`config.mk`:
```
export PLATFORM = sky130hd
export DESIGN_NAME = load_extract
export DESIGN_NICKNAME = d
export VERILOG_FILES = /design/src/mem_pkg.sv /design/src/load_extract.sv
export SDC_FILE = /design/constraint.sdc
export NUM_CORES = 1
export LEC_CHECK = 0
export ABC_AREA = 1
export ABC_CLOCK_PERIOD_IN_PS = 900
export BUFFER_PORTS_ARGS = -buffer_cell sky130_fd_sc_hd__buf_2
export CORE_ASPECT_RATIO = 1.5
export CORE_MARGIN = 3
export CORE_UTILIZATION = 41
export DETAILED_ROUTE_END_ITERATION = 12
export PLACE_DENSITY_LB_ADDON = 0.15
export SYNTH_ARGS = -nofsm -noshare
export SYNTH_HDL_FRONTEND = slang
export SYNTH_SLANG_ARGS = --single-unit
```
`constraint.sdc`:
```
create_clock -name vclk -period 0.9
set_input_delay 0.09 -clock vclk [all_inputs]
set_output_delay 0.09 -clock vclk [all_outputs]
set_load 0.01 [all_outputs]
```
`src/mem_pkg.sv`:
```
`default_nettype none

package mem_pkg;

    // Data memory geometry
    localparam int MEM_DEPTH_WORDS = 256;
    localparam int MEM_INDEX_W     = 8;

    // Alignment exception code
    localparam logic [5:0] ECODE_ALE = 6'h09;

    typedef logic [31:0] word_t;
    typedef logic [31:0] addr_t;
    typedef logic [4:0]  reg_addr_t;
    typedef logic [3:0]  byte_sel_t;
    typedef logic [5:0]  ecode_t;

    // OP_NOP passes the ALU result through
    typedef enum logic [3:0] {
        OP_NOP,
        OP_LD_B,
        OP_LD_BU,
        OP_LD_H,
        OP_LD_HU,
        OP_LD_W,
        OP_ST_B,
        OP_ST_H,
        OP_ST_W,
        OP_LL,
        OP_SC
    } mem_op_e;

endpackage

`default_nettype wire

```
`src/load_extract.sv`:
```
`timescale 1ns/1ps
`default_nettype none

module load_extract (
    input  mem_pkg::mem_op_e op_i,
    input  logic [1:0]       addr_low_i,
    input  mem_pkg::word_t   rdata_i,
    output mem_pkg::word_t   value_o
);
    import mem_pkg::*;

    logic [7:0]  byte_lane;
    logic [15:0] half_lane;

    // Addressed lanes of the returned word
    always_comb begin
        case (addr_low_i)
            2'b00:   byte_lane = rdata_i[7:0];
            2'b01:   byte_lane = rdata_i[15:8];
            2'b10:   byte_lane = rdata_i[23:16];
            default: byte_lane = rdata_i[31:24];
        endcase
        half_lane = addr_low_i[1] ? rdata_i[31:16] : rdata_i[15:0];
    end

    always_comb begin
        case (op_i)
            OP_LD_B:  value_o = {{24{byte_lane[7]}}, byte_lane};
            OP_LD_BU: value_o = {24'd0, byte_lane};
            OP_LD_H:  value_o = {{16{half_lane[15]}}, half_lane};
            OP_LD_HU: value_o = {16'd0, half_lane};
            // Word and LL pass through
            default:  value_o = rdata_i;
        endcase
    end

endmodule

`default_nettype wire

```
==> flow_metrics.tcl <==
set metrics [dict create \
    status "finished, violations left" \
    violations "setup timing" \
    num_io_pins 70 \
    synth-seq-area-share_pct 0 \
    synth_fp_nets 251 \
    vias_per_cell 6.24 \
    power_density_nw_per_um2 576 \
    grt_busiest_layer "met2" \
    drv_slew 0 \
    min_period_ns 1.19 \
    io_buffers 70 \
    final_common_cell "nand2_1" \
    grt_pass1_vias 1751 \
    nets 336 \
    grt_util_all_layers_pct 29.7 \
    fin_ws_ns -0.288 \
    grt_use_met1_pct 35.2 \
    ff_latch_area_um2 0 \
    wl_per_cell_um 17.7 \
    synth_area_per_cell_um2 5.05 \
    area_growth_pct 102 \
    finalHoldViolCount 0 \
    met2_usage_pct 51.5 \
    clock_buffers 0 \
    cp_data_required_time_ns 0.81 \
    setup.worst_path.start "op_i[2]" \
    ys_types 21 \
    ys_warn_count 0 \
    finalPower_uw 1250 \
    antenna_left 0 \
    synth_top_family_by_area "simple AND/OR/NAND/NOR gates" \
    routed_wl_um 5650 \
    endpoint_kind "output port" \
    core_um2 2480 \
    post-route-period-util_pct 132 \
    dp_hpwl_um 2910 \
    rsz0062_at_grt "true" \
    cp_max_fo 9 \
    place_area_um2 1610 \
    grt_pass1_wl_um 7440 \
    hold_path_depth 4 \
    grt-ovfl-total 0 \
    worstMarginPinSlew_ns 0.213 \
    vdd_ir_drop_max_mv 0.472 \
    gp_congestion 0.883 \
    design.seq.count 0 \
    drive_gt1_share_pct 55.7 \
    syn_area_um2 1070 \
    route.detailed.drc 0 \
    num_antenna_cells 0 \
    synthXorXnorAreaFrac_pct 0 \
    path_class "input pin to output port" \
    vias 1996 \
    synth-simple-area-share_pct 82.7 \
    grt_max_degree 17 \
    antenna_found_initial 0 \
    fillers 130 \
    synthCells 213 \
    die_area_um2 3280 \
    use_met3_pct 5.19 \
    relSlewSlack_pct 85.7 \
    timing.fmax_ghz 0.842 \
    drtPass1Iterations 5 \
    synth_compound_area_share_pct 4.07 \
    hold_start "rdata_i[16]" \
    std_cell_rows 22 \
    setup-violations-final 32 \
    start_kind "input pin" \
    mostFrequentLayoutCells "51 x nand2_1, 38 x buf_2, 36 x nand3_1" \
    crit_arrival_ns 1.10 \
    power.leakage_uw 0.00125 \
    start_util_pct 43.4 \
    die_h_um 68.7 \
    whs_endpoint "value_o[16]" \
    synthMuxAreaShare_pct 0 \
    maxCapViolations 0 \
    final_area_um2 2170 \
    die_w_um 47.8 \
    drt_iter0_drc 117 \
    synth_fa_ha_area_share_pct 0 \
    holdCritPathClass "input pin to output port" \
]
[critical path, stage by stage]
cell	delay [ns]
buf_6	0.10
nor2_4	0.14
buf_6	0.14
nand2_8	0.08
buf_12	0.16
nor2_1	0.11
nand3_1	0.11
nand3_2	0.07
buf_6	0.10
[stage by stage]
step / hold WS [ns] / std cells / utilization, % / setup TNS, ns / setup slack [ns]
2_1_floorplan: 0.341 / 213 / - / -0.955 / -0.0507
6_report: 0.524 / 320 / 87.6 / -7.89 / -0.288
3_5_place_dp: 0.537 / 312 / 64.8 / -8.73 / -0.304
5_1_grt: 0.547 / 320 / 87.6 / -9.38 / -0.371
3_3_place_gp: 0.533 / 312 / 64.8 / -8.41 / -0.315
4_1_cts: 0.527 / 319 / 84.1 / -5.72 / -0.206
[metal layers]
layer / routed length [um] / up-vias
met5: 0 / -
li1: - / 872
met2: 2800 / 172
met3: 543 / 54
met1: 1990 / 898
met4: 320 / 0
[worst max path at each step]
stage | cells after the start | end
after floorplan | 7 | value_o[15]
final | 9 | value_o[7]
after CTS | 9 | value_o[7]
after detailed placement | 9 | value_o[26]
after global routing | 7 | value_o[6]
after global placement | 7 | value_o[12]
[report_power, final]
group,internal [uW],switching [uW],leakage (uW)
logic,622,628,0.00125
clock network,0,0,0
registers,0,0,0
total,622,628,0.00125
[timing repair]
item,4_1_cts,5_1_grt
endpoints found under the setup margin,32,32
gates cloned,4,0
buffers inserted,3,1
hold buffers,0,0
resized for setup,82,17
pin swaps,15,8
[logic make-up after synthesis]
| kind of cell | after synthesis |
|---|---|
| buffers and inverters | 22 |
| AND/OR/NAND/NOR | 183 |
| AO/OA/AOI/OAI | 8 |
[final cells by class]
type               instances  area, um2  area share [%]
well taps                 24       30.0            1.38
inverters                  7       26.3            1.21
multi-input cells        192       1190            54.8
repair buffers            97        926            42.7
[cell usage after synthesis, types with 2 or more instances]
cell	count	share of area, %
buf_2	8	3.7
buf_4	2	1.4
buf_6	2	2.1
inv_1	6	2.1
nand2_1	62	22
nand2_2	3	1.7
nand2_4	2	2.1
nand3_1	62	29
nand3_2	11	10
nor2_1	38	13
o21ai_0	7	3.3
Note: power is estimated with default switching activity, not from simulation.
