**src/mem_pkg.sv**
```systemverilog
`default_nettype none

package mem_pkg;

    // Data memory geometry
    localparam int MEM_DEPTH_WORDS = 256;
    localparam int MEM_INDEX_W     = 8;

    // Alignment exception code
    localparam logic [5:0] ECODE_ALE = 6'h09;

    typedef logic [31:0] word_t;
    typedef logic [31:0] addr_t;
    typedef logic [4:0]  reg_addr_t;
    typedef logic [3:0]  byte_sel_t;
    typedef logic [5:0]  ecode_t;

    // OP_NOP passes the ALU result through
    typedef enum logic [3:0] {
        OP_NOP,
        OP_LD_B,
        OP_LD_BU,
        OP_LD_H,
        OP_LD_HU,
        OP_LD_W,
        OP_ST_B,
        OP_ST_H,
        OP_ST_W,
        OP_LL,
        OP_SC
    } mem_op_e;

endpackage

`default_nettype wire

```
**src/mem_ctrl.sv**
```systemverilog
`timescale 1ns/1ps
`default_nettype none

module mem_ctrl (
    input  logic               clk,
    input  logic               reset_i,
    input  logic               op_valid_i,
    input  mem_pkg::mem_op_e   op_i,
    input  mem_pkg::addr_t     addr_i,
    input  mem_pkg::word_t     store_data_i,
    input  mem_pkg::word_t     alu_result_i,
    input  mem_pkg::reg_addr_t rd_i,
    input  logic               llbit_clear_i,
    input  logic               misaligned_i,
    input  logic               data_ok_i,
    input  mem_pkg::word_t     load_value_i,
    output mem_pkg::mem_op_e   cur_op_o,
    output mem_pkg::addr_t     cur_addr_o,
    output mem_pkg::word_t     cur_data_o,
    output logic               mem_ce_o,
    output logic               mem_we_o,
    output logic               stall_o,
    output logic               wb_valid_o,
    output logic               wb_we_o,
    output mem_pkg::reg_addr_t wb_rd_o,
    output mem_pkg::word_t     wb_data_o,
    output logic               excp_o,
    output mem_pkg::ecode_t    excp_code_o,
    output logic               llbit_o
);
    import mem_pkg::*;

    typedef enum logic [1:0] {
        IDLE,
        ACCESS,
        WAIT_DATA
    } state_e;

    state_e    state;
    state_e    next_state;
    word_t     alu_q;
    reg_addr_t rd_q;
    logic      is_load;
    logic      is_store;
    logic      mem_access;
    logic      wb_fire;
    logic      wb_we_d;
    logic      excp_d;
    word_t     wb_value;

    // Op class of the captured operation
    assign is_load    = cur_op_o inside {OP_LD_B, OP_LD_BU, OP_LD_H, OP_LD_HU, OP_LD_W, OP_LL};
    assign is_store   = cur_op_o inside {OP_ST_B, OP_ST_H, OP_ST_W, OP_SC};
    // SC only reaches memory while the LL bit is held
    assign mem_access = (is_load || is_store) && !misaligned_i
                        && !(cur_op_o == OP_SC && !llbit_o);

    assign mem_ce_o = (state == ACCESS) && mem_access;
    assign mem_we_o = mem_ce_o && is_store;
    assign stall_o  = (state != IDLE);

    always_comb begin
        next_state = state;
        case (state)
            IDLE:      if (op_valid_i) next_state = ACCESS;
            ACCESS:    next_state = mem_access ? WAIT_DATA : IDLE;
            WAIT_DATA: if (data_ok_i) next_state = IDLE;
            default:   next_state = IDLE;
        endcase
    end

    always_ff @(posedge clk) begin
        if (reset_i) begin
            state <= IDLE;
        end else begin
            state <= next_state;
        end
    end

    // Operation is captured only while idle
    always_ff @(posedge clk) begin
        if (state == IDLE && op_valid_i) begin
            cur_op_o   <= op_i;
            cur_addr_o <= addr_i;
            cur_data_o <= store_data_i;
            alu_q      <= alu_result_i;
            rd_q       <= rd_i;
        end
    end

    always_comb begin
        wb_fire  = 1'b0;
        wb_we_d  = 1'b0;
        excp_d   = 1'b0;
        wb_value = alu_q;
        if (state == ACCESS && !mem_access) begin
            // NOP, misaligned or failed SC
            wb_fire = 1'b1;
            if (misaligned_i) begin
                excp_d = 1'b1;
            end else begin
                wb_we_d  = 1'b1;
                wb_value = (cur_op_o == OP_SC) ? 32'd0 : alu_q;
            end
        end else if (state == WAIT_DATA && data_ok_i) begin
            wb_fire  = 1'b1;
            wb_we_d  = is_load || (cur_op_o == OP_SC);
            wb_value = (cur_op_o == OP_SC) ? 32'd1 : load_value_i;
        end
    end

    always_ff @(posedge clk) begin
        if (reset_i) begin
            wb_valid_o <= 1'b0;
            wb_we_o    <= 1'b0;
            excp_o     <= 1'b0;
        end else begin
            wb_valid_o <= wb_fire;
            wb_we_o    <= wb_fire && wb_we_d;
            excp_o     <= wb_fire && excp_d;
        end
    end

    always_ff @(posedge clk) begin
        if (wb_fire) begin
            wb_rd_o     <= rd_q;
            wb_data_o   <= wb_value;
            excp_code_o <= excp_d ? ECODE_ALE : ecode_t'(0);
        end
    end

    // External clear wins over LL and SC
    always_ff @(posedge clk) begin
        if (reset_i || llbit_clear_i) begin
            llbit_o <= 1'b0;
        end else if (state == WAIT_DATA && data_ok_i) begin
            if (cur_op_o == OP_LL) begin
                llbit_o <= 1'b1;
            end else if (cur_op_o == OP_SC) begin
                llbit_o <= 1'b0;
            end
        end
    end

endmodule

`default_nettype wire

```
**config.mk**
```make
export PLATFORM = sky130hd
export DESIGN_NAME = mem_ctrl
export DESIGN_NICKNAME = d
export VERILOG_FILES = /design/src/mem_pkg.sv /design/src/mem_ctrl.sv
export SDC_FILE = /design/constraint.sdc
export NUM_CORES = 1
export LEC_CHECK = 0
export BUFFER_PORTS_ARGS = -buffer_cell sky130_fd_sc_hd__buf_2
export CORE_MARGIN = 3
export CORE_UTILIZATION = 33
export CTS_BUF_LIST = sky130_fd_sc_hd__clkbuf_4 sky130_fd_sc_hd__clkbuf_8
export DETAILED_ROUTE_END_ITERATION = 6
export PLACE_DENSITY = 0.6
export SLEW_MARGIN = 30
export SYNTH_ARGS = -nofsm -noshare
export SYNTH_HDL_FRONTEND = slang
export SYNTH_SLANG_ARGS = --single-unit
```
**constraint.sdc**
```tcl
create_clock -name clk -period 8.1 [get_ports clk]
set_clock_uncertainty 0.2 [all_clocks]
set_input_delay 1.215 -clock clk [delete_from_list [all_inputs] [get_ports clk]]
set_output_delay 1.215 -clock clk [all_outputs]
set_load 0.02 [all_outputs]
```
==> impl_results.rst <==
.. list-table::
   :header-rows: 1

   * - Metric
     - Value
   * - Status
     - finished, final reports clean
   * - Worst hold path cell count
     - 0
   * - Worst hold margin
     - 0.229 ns
   * - Total half-perimeter wirelength after legalization and detailed placement
     - approximately 11000 um
   * - First drt pass iteration count
     - 4
   * - Class of the tightest hold or removal check
     - flop to flop
   * - Critical path startpoint category
     - primary input
   * - Kind of critical path
     - primary input to output port
   * - Area of the mapped netlist
     - 0.00584 mm2
   * - Achievable clock frequency
     - 242 MHz
   * - Post-CTS resize count
     - 0
   * - Overflow after GRT
     - 0
   * - Per-cell routed wire length
     - 17.4 um
   * - Final Cycle Share
     - roughly half
   * - Max capacitance violation total
     - 0
   * - Slew of the pin with the lowest slew margin
     - between 0.9 and 1 ns
   * - Top-level I/O count
     - 261
   * - Initial antenna violation count
     - 5
   * - Clock-pin transition on the worst setup and hold timing paths
     - 0.07 ns
   * - Maximum root-to-sink buffer count
     - 2
   * - Static leakage power
     - 3.10 nW
   * - Crit Path Max Fanout
     - 65
   * - Final weighted congestion of routability-driven global placement
     - between 0.8 and 0.9
   * - VDD IR max
     - 137 uV
   * - H-tree depth
     - 4
   * - Root buffer cell
     - clkbuf_8
   * - Proportion of synthesized flip-flops having asynchronous set or reset
     - 0%
   * - First-pass GRT wire length
     - 23700 um
   * - Area Growth Syn to Fin
     - 32.8%
   * - Drt initial violations
     - roughly 160
   * - Endpoint type of the worst setup path
     - output port
   * - Area of the core
     - 0.0173 mm2
   * - Height of the die
     - 139 um
   * - Areal power density over the cells
     - approximately 220 mW/mm2
   * - Number of flip-flops and latches in the synthesized netlist
     - 149
   * - Number of fill cells
     - 1613
   * - Count of unique library cells instantiated by Yosys
     - 34
   * - Number of slew-limit violations in the final report
     - 0
   * - Number of buffers inserted by hold repair at cts
     - 0
   * - Post-synth EDFFs
     - approximately 140
   * - Number of buffers created by CTS
     - 17
   * - Post-route setup TNS
     - 0 ns
   * - WL final
     - 15200 um
   * - Average cell area after synthesis
     - around 15 um2
   * - Starting utilization of the core area
     - 33.8%
   * - Total die area
     - 0.0193 mm2
   * - Portion of synthesized cell area occupied by the leading cell type
     - 73.5%
   * - Cell with the most instances after synthesis
     - edfxtp_1
   * - Count of nets left with antenna violations after detail routing
     - 0
   * - Yosys warning count
     - 0
   * - Final worst-path setup slack
     - roughly 4.0 ns
   * - Clock network latency to the later pin of the worst-skew pair
     - 0.43 ns
   * - Final setup violation count
     - 0
   * - Worst-case headroom to the max-slew limit
     - between 30% and 40%
   * - Largest cells by area after synthesis
     - edfxtp_1, a22oi_1, o211ai_1
   * - Vias per inst
     - 4.83
   * - RSZ-0062 raised after global routing
     - false
   * - Die width
     - ~140 um
   * - Via count
     - 4219
   * - Pin count of the biggest net entering global routing
     - approximately 80
   * - Port-buffer cells
     - 256
   * - Detailed-route DRC error count
     - 0
   * - Final min period
     - 4.13 ns
   * - Postcts setup bufs
     - 0
   * - Via count of the first global-routing pass
     - 4428
   * - Register area share after synthesis
     - 75.6%
   * - CTS tree
     - built
   * - Nets@finish
     - 776
   * - Pre-CTS worst setup slack
     - 3.97 ns
   * - Share of cells above drive strength 1
     - 47.4%
   * - Final cell utilization of the core
     - 44.8%
   * - Main synth FF type
     - edfxtp_1
   * - Required time at the worst-slack endpoint
     - 6.68 ns
   * - Synth cell count leaders
     - edfxtp_1, nand2_1, nand3_1
   * - Data arrival time of the worst path
     - 2.71 ns
   * - R2R depth
     - 4
   * - Count of final hold-check violations
     - 0
   * - Cell taking the most area after synthesis
     - edfxtp_1
   * - Row count
     - 48
   * - GRT Resource Usage Total
     - 15.7%
   * - Number of sinks handled by clock tree synthesis
     - 149
   * - Number of standard cells after synthesis
     - 382
per-layer routing:
metal | wire length [um] | GRT usage [%] | share of wire (%) | up-vias
li1 | - | - | - | 2017
met1 | 5600 | 17.0 | 37 | 1983
met2 | 7700 | 26.5 | 51 | 195
met3 | 1630 | 8.17 | 11 | 18
met4 | 242 | 5.66 | 1.6 | 6
met5 | 47 | 0 | 0.31 | -
cell families after synthesis:
family / after synthesis / share of synthesized area [%]
flops: 149 / 75.6
simple gates: 119 / 11.2
compound gates: 74 / 9.58
buf+inv: 39 / 3.56
other cells: 1 / 0.0642
worst paths after layout:
| path | start | to | slack [ns] |
|---|---|---|---|
| max | misaligned_i | mem_we_o | 3.97 |
| min | rd_q[4]$_DFFE_PP_ | wb_rd_o[4]$_DFFE_PP_ | 0.23 |
| max reg2reg | cur_op_o[2]$_DFFE_PP_ | wb_data_o[9]$_DFFE_PP_ | 5.32 |
| min reg2reg | rd_q[4]$_DFFE_PP_ | wb_rd_o[4]$_DFFE_PP_ | 0.23 |
sequential cells by signal, summed over array words and instances (netlist names):
name         flops
alu_q           32
cur_addr_o      32
cur_data_o      32
wb_data_o       32
rd_q             5
wb_rd_o          5
cur_op_o         4
state            2
excp_code_o      1
excp_o           1
llbit_o          1
wb_valid_o       1
wb_we_o          1
cell type report:
cell class              instances  area [um2]  area share, %
diodes                          2        5.00         0.0645
clock buffers                  20         263           3.39
clock inverters                12         154           1.98
inverters                       4        15.0          0.194
multi-input cells             197        1280           16.5
flip-flops and latches        149        4410           56.9
well taps                     225         282           3.63
repair buffers                264        1350           17.3
critical path, stage by stage:
cell	delay [ns]
buf_2	0.13
a2111oi_4	0.31
buf_4	0.54
o21ai_1	0.20
a21oi_1	0.14
buf_2	0.18
stage by stage:
stage / power (mW) / instances / area [um2]
5_1_grt: 1.79 / 873 / 7750
3_5_place_dp: 1.13 / 839 / 7330
4_1_cts: 1.74 / 871 / 7740
3_3_place_gp: 1.13 / 839 / 7330
6_report: 1.71 / 873 / 7750
2_1_floorplan: 1.05 / 385 / 5850
placed cells by master (no fill, tap or decap), types with 2 or more instances in the layout:
cell type   instances
buf_2             256
edfxtp_1          143
nand2_1            32
nand3_1            32
a22oi_1            31
or4_1              31
o211ai_1           31
clkbuf_8           18
buf_4               7
dfxtp_1             6
inv_1               4
conb_1              4
nor3_1              3
nor2_1              3
a21oi_1             3
nor2b_1             3
clkinvlp_4          3
clkinv_2            3
bufinv_16           3
diode_2             2
nor3_2              2
nand2b_1            2
nor2_2              2
a2111oi_0           2
clkbuf_4            2
inv_6               2
where the power goes:
part | switching (mW) | internal (mW) | total (mW)
logic | 0.120 | 0.0697 | 0.190
registers | 0.0187 | 0.903 | 0.922
clock network | 0.282 | 0.321 | 0.603
(Power assumes the default switching activity.)
