<file path="src/mem_pkg.sv">
`default_nettype none

package mem_pkg;

    // Data memory geometry
    localparam int MEM_DEPTH_WORDS = 256;
    localparam int MEM_INDEX_W     = 8;

    // Alignment exception code
    localparam logic [5:0] ECODE_ALE = 6'h09;

    typedef logic [31:0] word_t;
    typedef logic [31:0] addr_t;
    typedef logic [4:0]  reg_addr_t;
    typedef logic [3:0]  byte_sel_t;
    typedef logic [5:0]  ecode_t;

    // OP_NOP passes the ALU result through
    typedef enum logic [3:0] {
        OP_NOP,
        OP_LD_B,
        OP_LD_BU,
        OP_LD_H,
        OP_LD_HU,
        OP_LD_W,
        OP_ST_B,
        OP_ST_H,
        OP_ST_W,
        OP_LL,
        OP_SC
    } mem_op_e;

endpackage

`default_nettype wire

</file>
<file path="src/store_align.sv">
`timescale 1ns/1ps
`default_nettype none

module store_align (
    input  mem_pkg::mem_op_e  op_i,
    input  logic [1:0]        addr_low_i,
    input  mem_pkg::word_t    store_data_i,
    output mem_pkg::byte_sel_t sel_o,
    output mem_pkg::word_t    wdata_o,
    output logic              misaligned_o
);
    import mem_pkg::*;

    always_comb begin
        sel_o        = '0;
        wdata_o      = store_data_i;
        misaligned_o = 1'b0;
        case (op_i)
            OP_LD_B, OP_LD_BU, OP_ST_B: begin
                // One lane per offset
                case (addr_low_i)
                    2'b00:   sel_o = 4'b0001;
                    2'b01:   sel_o = 4'b0010;
                    2'b10:   sel_o = 4'b0100;
                    default: sel_o = 4'b1000;
                endcase
                wdata_o = {4{store_data_i[7:0]}};
            end
            OP_LD_H, OP_LD_HU, OP_ST_H: begin
                sel_o        = addr_low_i[1] ? 4'b1100 : 4'b0011;
                wdata_o      = {2{store_data_i[15:0]}};
                misaligned_o = addr_low_i[0];
            end
            OP_LD_W, OP_ST_W, OP_LL, OP_SC: begin
                sel_o        = 4'b1111;
                misaligned_o = (addr_low_i != 2'b00);
            end
            default: begin
                sel_o = '0;
            end
        endcase
    end

endmodule

`default_nettype wire

</file>
<file path="config.mk">
export PLATFORM = sky130hd
export DESIGN_NAME = store_align
export DESIGN_NICKNAME = d
export VERILOG_FILES = /design/src/mem_pkg.sv /design/src/store_align.sv
export SDC_FILE = /design/constraint.sdc
export NUM_CORES = 1
export LEC_CHECK = 0
export BUFFER_PORTS_ARGS = -buffer_cell sky130_fd_sc_hd__buf_2
export CORE_MARGIN = 5
export CORE_UTILIZATION = 38
export DETAILED_ROUTE_END_ITERATION = 10
export PLACE_DENSITY = 0.81
export SYNTH_ARGS = -nofsm -noshare
export SYNTH_HDL_FRONTEND = slang
export SYNTH_SLANG_ARGS = --single-unit
</file>
<file path="constraint.sdc">
create_clock -name vclk -period 1.65
set_clock_uncertainty 0.1 [all_clocks]
set_input_delay 0.33 -clock vclk [all_inputs]
set_output_delay 0.33 -clock vclk [all_outputs]
set_load 0.02 [all_outputs]
</file>
==> metrics, run 1 <==
status finished with violations; failing checks setup timing; Multi-input gate area 1060 um2; post-place instance area between 1000 and 1500 um2; post-synth top area cell mux2_4; final hold viol count 0; Total GRT Usage around 24%; startpoint types primary input; synthesized area between 900 and 1000 um2; fin nets about 240; CP max FO 8; CTS Hold Bufs 0; Seq cells 0; Achievable Freq ~530 MHz; Area growth, synth to finish 122%; Finish-stage setup viols 29; vias in the first global route ~1,400; Max VDD drop 0.297 mV; share of cells above drive strength 1 roughly four fifths; Iter 0 DRT Violations approximately 100; Yosys top cell area share 12.7%; max_cap viols 0; initial antenna violation count 0; Placed Cells incl. Taps 221; CLK BUF 0; drt first pass iters 4; fin cells between 200 and 250; Syn Nets ~150; RSZ-0062 raised after global routing yes; DRT antenna net count 0; Die Y 60.0 um; Core Util, Final between 80% and 90%; post-route cell area about 2100 um2; largest cells by area after synthesis mux2_4, mux2_2, buf_4; CP arrival roughly 1500 ps; grt total ovfl 0; crit path time final approximately 1900 ps; Die Width 60.0 um; YS warnings 0; routed length per placed instance roughly 25 um; Fill cells slightly above 100; Worst Tran Pin Value ~450 ps; CP Cell Sequence buf_12, buf_6, nor4b_4, a31oi_4, o221ai_2, buf_4; register area 0 um2; GPL Wtd Cong ~0.78; slew margin rel. a little over two thirds; Tightest Hold Check Type primary input to primary output; P per Cell Area between 300 and 400 nW/um2; vias per cell around 6.3; die area between 3000 and 4000 um2; Netlist cell types 30; slowest CP cell nor4b_4; global-route wire length before repair ~6800 um; Syn Area/Cell 8.25 um2; largest net degree at the start of global routing 13; Initial Util 39.0%; core area about 2400 um2; slack of the critical path -236 ps; Setup crit end kind primary output; kind of critical path primary input to primary output; Routed WL about 5700 um; Mapped Cells approximately 120; I/O Buffers 75; max incr delay on CP around 320 ps; # rows 18; final HPWL from detailed placement ~2700 um; Tcrit/Tclk final 114%; # diodes 0; Worst Path Required 1220 ps; cell leakage power just under 1 nW; Final Max Tran Viols 0; worst hold slack between 800 and 900 ps; number of vias in the routed layout 1,434; num ports 75; drt drc 0; sequential element share of the synthesized area 0%
[what timing repair did]
item,CTS,global route
resized for setup,100,22
setup endpoints to repair,29,29
pin swaps,11,3
hold endpoints to repair,0,0
setup buffers,3,2
cloned,2,2
[synth_stat cells]
cell / number
nand2b_1: 2
o31ai_1: 2
o221ai_1: 8
buf_2: 5
nor4b_2: 1
nor3b_1: 9
o221a_2: 1
buf_6: 3
o21a_1: 1
a32oi_1: 1
mux2_2: 8
clkbuf_1: 1
a221oi_1: 9
nor4bb_1: 1
o211a_1: 1
a22oi_1: 8
nor2b_1: 10
mux2_4: 8
nand2_1: 3
xor2_4: 1
o21ai_4: 1
and2_1: 1
a31oi_2: 1
o22ai_1: 1
nor2b_4: 1
o21ai_0: 3
a31oi_1: 1
nand3b_1: 1
buf_4: 11
inv_1: 11
[layer usage]
metal | track usage [%] | vias to the layer above | part of all wire, %
li1 | - | 606 | -
met1 | 24.1 | 684 | 35
met2 | 49.1 | 121 | 51
met3 | 3.67 | 23 | 9.1
met4 | 10.1 | 0 | 4.1
met5 | 0 | - | 0
[placed cells by master (no fill, tap or decap)]
cell type   n
inv_1      10
nand2_1     2
nand3b_1    1
nand2b_1    1
nor2b_4     2
o22ai_1     1
nor4b_4     1
and2_4      1
o221a_2     1
o211a_1     1
buf_6      29
a221oi_2    7
nor3b_1     6
nor4bb_4    1
a221oi_4    2
nand2b_4    1
nor3b_2     3
o21a_4      1
mux2_4     16
buf_2      42
nand2_2     1
buf_4      19
a31oi_4     2
o21ai_2     1
nor2b_1     9
buf_16      1
a32oi_1     1
xor2_4      1
o31ai_2     1
o21ai_4     3
o221ai_2    8
bufbuf_16   1
buf_8       4
clkbuf_16   2
a22oi_1     8
buf_12      6
o31ai_4     1
inv_2       1
[logic make-up (layout without fill, tap and decap cells)]
family | after synthesis | after routing | synth area share (%)
AOI/OAI and AO/OA | 38 | 38 | 33.5
xor gates and xnor gates | 1 | 1 | 2.90
buffers and inverters | 31 | 115 | 19.7
muxes | 16 | 16 | 22.2
and+or+nand+nor | 29 | 29 | 21.8
[power by group]
part | total [W] | internal (W) | switching, W | leakage [nW]
Combinational | 0.000804 | 0.000411 | 0.000392 | 0.975
Clock | 0 | 0 | 0 | 0
Sequential | 0 | 0 | 0 | 0
[final cells by class]
class,count,area share [%]
well taps,30,1.78
repair buffers,104,46.1
inverters,11,1.96
multi-input cells,84,50.2
[worst paths after layout]
| path | from | to | depth (start not counted) |
|---|---|---|---|
| max | op_i[3] | wdata_o[28] | 6 |
| min | store_data_i[7] | wdata_o[7] | 2 |
[metrics by stage]
| stage | setup WS [ps] | TNS (ps) | power (W) |
|---|---|---|---|
| 3_5_place_dp | -491 | -10200 | 0.000536 |
| 3_3_place_gp | -405 | -9350 | 0.000520 |
| 2_1_floorplan | -104 | -1040 | 0.000358 |
| 6_report | -236 | -4770 | 0.000804 |
| 4_1_cts | -180 | -3930 | 0.000702 |
| 5_1_grt | -271 | -5290 | 0.000830 |
[critical path, delay by kind of cell]
family,cells,cell delay (ps)
buf+inv,3,400
compound gates,2,390
simple gates,1,320
(Power assumes the default switching activity.)
==> run 2, diff against run 1 <==
--- a/config.mk
+++ b/config.mk
@@ -6,7 +6,7 @@
 export NUM_CORES = 1
 export LEC_CHECK = 0
 export BUFFER_PORTS_ARGS = -buffer_cell sky130_fd_sc_hd__buf_2
-export CORE_MARGIN = 5
+export CORE_MARGIN = 1.5
 export CORE_UTILIZATION = 38
 export DETAILED_ROUTE_END_ITERATION = 10
 export PLACE_DENSITY = 0.81
==> run 2 against run 1 <==
Critical endpoint is now wdata_o[31]. Non-clock buffer count unchanged. Sequential share of layout area stayed put. First-iteration DRC count decreased by 70%. Power fell by 15%. Wire length fell by 32%. Via count decreased by 7.9%. Hold slack lost 15 ps. Die area shrank 22%. Critical path type unchanged. The flow still finishes with violations (setup timing). Largest power group unchanged.
==> metrics, run 2 (same netlist as run 1, synthesis figures left out) <==
crit path time final 1890 ps (about the same); delay-heaviest family, CP simple AND/OR/NAND/NOR gates (was buffers and inverters); status finished with violations (unchanged); CP Buf/Inv Count 2 (was 3); power consumption 0.000680 W (was 0.000804 W); RSZ-0062 raised after global routing yes (unchanged); largest net degree at the start of global routing 14 (was 13); # diodes 0 (unchanged); HP Start store_data_i[7] (unchanged); I/O Buffers 75 (unchanged); grt total ovfl 0 (unchanged); die area 2800 um2 (was 3600 um2); crit path from op_i[0] (was op_i[3]); kind of critical path primary input to primary output (unchanged); Tightest Hold Check Type primary input to primary output (unchanged); DRT antenna net count 0 (unchanged); drt first pass iters 4 (unchanged); max_cap viols 0 (unchanged); Worst Tran Pin Value 508 ps (was 448 ps); CP arrival 1460 ps (about the same); num ports 75 (unchanged); max incr delay on CP 440 ps (was 320 ps); register area 0 um2 (unchanged); CP Cell Sequence clkbuf_16, nor2b_2, a221oi_1, o221ai_2, buf_2 (was buf_12, buf_6, nor4b_4, a31oi_4, o221ai_2, buf_4); Seq cells 0 (unchanged); fin nets 239 (unchanged); Die Width 53.0 um (was 60.0 um); P per Cell Area 367 nW/um2 (was 382 nW/um2); Iter 0 DRT Violations 31 (was 104); number of vias in the routed layout 1,320 (was 1,434); Setup crit end kind primary output (unchanged); Final Max Tran Viols 0 (unchanged); Placed Cells incl. Taps 221 (unchanged); drt drc 0 (unchanged); vias in the first global route 1,238 (was 1,410); Initial Util 41.7% (was 39.0%); final HPWL from detailed placement 2560 um (was 2750 um); slack of the critical path -239 ps (was -236 ps); cell count along the critical path 5 (was 6); most frequent cells in the layout buf_2, buf_6, buf_4 (unchanged); # rows 17 (was 18); GPL Wtd Cong 0.776 (was 0.777); Routed WL 3820 um (was 5650 um); routed length per placed instance 16.8 um (was 24.7 um); global-route wire length before repair 5360 um (was 6790 um); Achievable Freq 529 MHz (was 530 MHz); CLK BUF 0 (unchanged); Tcrit/Tclk final 114% (about the same); final hold viol count 0 (unchanged); commonest non-fill, non-tap cell in the layout buf_2 (unchanged); Area growth, synth to finish 95.1% (was 122%); vias per cell 5.81 (was 6.26); failing checks setup timing (unchanged); Max VDD drop 0.300 mV (was 0.297 mV); slowest CP cell nor2b_2 (was nor4b_4); core area 2280 um2 (was 2430 um2); share of cells above drive strength 1 75.4% (was 79.9%); initial antenna violation count 0 (unchanged); CTS Hold Bufs 0 (unchanged); slew margin rel. 66.0% (was 70.1%); CP max FO 8 (unchanged); cell leakage power 0.895 nW (was 0.975 nW); post-place setup slack -523 ps (was -491 ps); Worst Path Required 1220 ps (about the same); Die Y 53.0 um (was 60.0 um); fin cells 227 (was 229); startpoint types primary input (unchanged); Finish-stage setup viols 29 (unchanged); Worst setup endpoint wdata_o[31] (was wdata_o[28]); Total GRT Usage 24.7% (was 24.5%)
-- run 2: cell types whose count changed in the layout (fill, tap and decap cells not counted), sizes merged --
cell | before | now
buf | 101 | 103
bufbuf | 1 | 0
clkbuf | 2 | 1
-- run 2: worst min-delay path by stage --
stage / to / slack [ps] / depth (start not counted)
final: wdata_o[7] / 820 / 2
after global routing: wdata_o[7] / 830 / 2
after CTS: wdata_o[7] / 820 / 2
after detailed placement: wdata_o[7] / 820 / 2
after global placement: wdata_o[7] / 820 / 2
after floorplan: sel_o[0] / 650 / 1
-- run 2: final cells by class --
cell class	count	area, um2
Timing Repair Buffer	104	816
Fill cell	131	425
Tap cell	28	35.0
Multi-Input combinational cell	84	958
Inverter	11	41.3
-- run 2: metal layers --
metal  up-vias  GRT usage [%]  part of all wire [%]
li1        605              -                     -
met1       619           28.5                    39
met2        86           47.9                    51
met5         -              0                     0
met4         0           7.26                   2.4
met3        10           1.41                   8.0
-- run 2: timing repair --
| action | CTS | global route |
|---|---|---|
| cloned | 1 | 1 |
| resized for setup | 70 | 11 |
| buffers inserted | 4 | 1 |
| setup endpoints to repair | 29 | 29 |
| pin swaps | 7 | 5 |
-- run 2: per-stage QoR --
stage / instance area (um2) / TNS (ps) / hold WS [ps] / util [%]
6_report: 1850 / -4510 / 819 / 81.3
5_1_grt: 1850 / -5860 / 834 / 81.3
4_1_cts: 1770 / -4190 / 822 / 77.6
3_5_place_dp: 1480 / -9990 / 820 / 65.1
3_3_place_gp: 1480 / -9000 / 815 / 65.1
2_1_floorplan: 1060 / -1040 / 650 / -
-- run 2: power by group --
part,total [W],switching (W),internal [W]
Clock,0,0,0
Sequential,0,0,0
Combinational,0.000680,0.000333,0.000347
==> run 3, diff against run 2 <==
--- a/config.mk
+++ b/config.mk
@@ -9,7 +9,7 @@
 export CORE_MARGIN = 1.5
 export CORE_UTILIZATION = 38
 export DETAILED_ROUTE_END_ITERATION = 10
-export PLACE_DENSITY = 0.81
+export PLACE_DENSITY = 0.86
 export SYNTH_ARGS = -nofsm -noshare
 export SYNTH_HDL_FRONTEND = slang
 export SYNTH_SLANG_ARGS = --single-unit
==> run 3 against run 2 <==
The run still ends with setup timing left. Non-clock buffer count shrank 1. Critical path depth grew 1. Die area is the same. Maximum frequency grew 3.0%. Power grew 5.9%. Worst setup slack gained 55 ps. Via count grew 3.1%. Clock-buffer cell count is the same. Final cell count shrank 0.44%. Utilization grew 3.3 points. Global-route usage grew 6.5 points. Wire length grew 17%.
==> metrics, run 3 (same netlist as run 1, synthesis figures left out) <==
grt total ovfl 0 (unchanged); final hold viol count 0 (unchanged); Tightest Hold Check Type primary input to primary output (unchanged); most frequent cells in the layout buf_2, buf_4, buf_6 (was buf_2, buf_6, buf_4); Die Width 53.0 um (unchanged); CLK BUF 0 (unchanged); post-place instance area 1480 um2 (about the same); die area 2800 um2 (unchanged); startpoint types primary input (unchanged); grt met1 use 35.9% (was 28.5%); slack of the critical path -184 ps (was -239 ps); Die Y 53.0 um (unchanged); routed length per placed instance 19.7 um (was 16.8 um); DRT antenna net count 0 (unchanged); final HPWL from detailed placement 2660 um (was 2560 um); RSZ-0062 raised after global routing yes (unchanged); Placed Cells incl. Taps 220 (was 221); slew margin rel. 71.0% (was 66.0%); CP arrival 1400 ps (was 1460 ps); Worst Tran Pin Value 434 ps (was 508 ps); GR peak layer met2 (unchanged); num ports 75 (unchanged); post-route cell area 1930 um2 (was 1850 um2); commonest non-fill, non-tap cell in the layout buf_2 (unchanged); P per Cell Area 374 nW/um2 (was 367 nW/um2); register area 0 um2 (unchanged); worst hold slack 825 ps (was 819 ps); CTS Hold Bufs 0 (unchanged); drt first pass iters 4 (unchanged); Achievable Freq 545 MHz (was 529 MHz); Seq cells 0 (unchanged); met2 Usage GRT 57.7% (was 47.9%); Worst Path Required 1220 ps (about the same); I/O Buffers 75 (unchanged); Final Max Tran Viols 0 (unchanged); Multi-input gate area 970 um2 (was 958 um2); Routed WL 4460 um (was 3820 um); largest net degree at the start of global routing 15 (was 14); crit path time final 1830 ps (was 1890 ps); Max VDD drop 0.255 mV (was 0.300 mV); fin cells 226 (was 227); met3 usage 1.69% (was 1.41%); post-place setup slack -451 ps (was -523 ps); power consumption 0.000719 W (was 0.000680 W); failing checks setup timing (unchanged); CP max FO 7 (was 8); kind of critical path primary input to primary output (unchanged); share of cells above drive strength 1 76.8% (was 75.4%); max_cap viols 0 (unchanged); # rows 17 (unchanged); status finished with violations (unchanged); Total GRT Usage 31.3% (was 24.7%); global-route wire length before repair 6530 um (was 5360 um); vias per cell 6.02 (was 5.81); cell leakage power 0.922 nW (was 0.895 nW); Iter 0 DRT Violations 38 (was 31); initial antenna violation count 0 (unchanged); GPL Wtd Cong 0.744 (was 0.776); Setup crit end kind primary output (unchanged); Fill cells 122 (was 131); # diodes 0 (unchanged); vias in the first global route 1,393 (was 1,238); Initial Util 41.7% (unchanged); fin nets 238 (was 239); Area growth, synth to finish 103% (was 95.1%); number of vias in the routed layout 1,361 (was 1,320); core area 2280 um2 (unchanged); Tcrit/Tclk final 111% (was 114%); Finish-stage setup viols 29 (unchanged); drt drc 0 (unchanged)
## run 3: per-stage QoR
| stage | TNS, ps | util (%) |
|---|---|---|
| final | -4900 | 84.6 |
| after CTS | -4490 | 84.1 |
| after floorplan | -1040 | - |
| after detailed placement | -9710 | 64.8 |
| after global routing | -5850 | 84.6 |
| after global placement | -8830 | 64.8 |
## run 3: final timing paths
kind | from | endpoint | depth (start not counted)
worst max-delay path | op_i[2] | wdata_o[13] | 6
worst min-delay path | store_data_i[6] | wdata_o[6] | 2
## run 3: power breakdown
group / switching, W / total (W) / internal (W)
Clock: 0 / 0 / 0
Sequential: 0 / 0 / 0
Combinational: 0.000349 / 0.000719 / 0.000371
Total: 0.000349 / 0.000719 / 0.000371
## run 3: timing repair
item / CTS / global route
pin swaps: 7 / 2
gates resized for setup: 92 / 1
hold endpoints to repair: 0 / 0
buffers inserted: 2 / 1
endpoints found under the setup margin: 29 / 29
cloned: 3 / 0
## run 3: final cells by class
class              instances  share of cell area, %
multi-input cells         84                   50.4
repair buffers           103                   45.5
inverters                 11                   2.27
well taps                 28                   1.82
## run 3: critical path: stages
cell,delay [ps]
buf_12,120
nor3b_2,160
o21a_1,200
buf_6,150
mux2_4,310
buf_6,130
## run 3: layer usage
layer	vias to the layer above	wire length, um
li1	610	-
met1	655	1650
met2	77	2370
met3	19	232
met4	0	208
met5	-	0
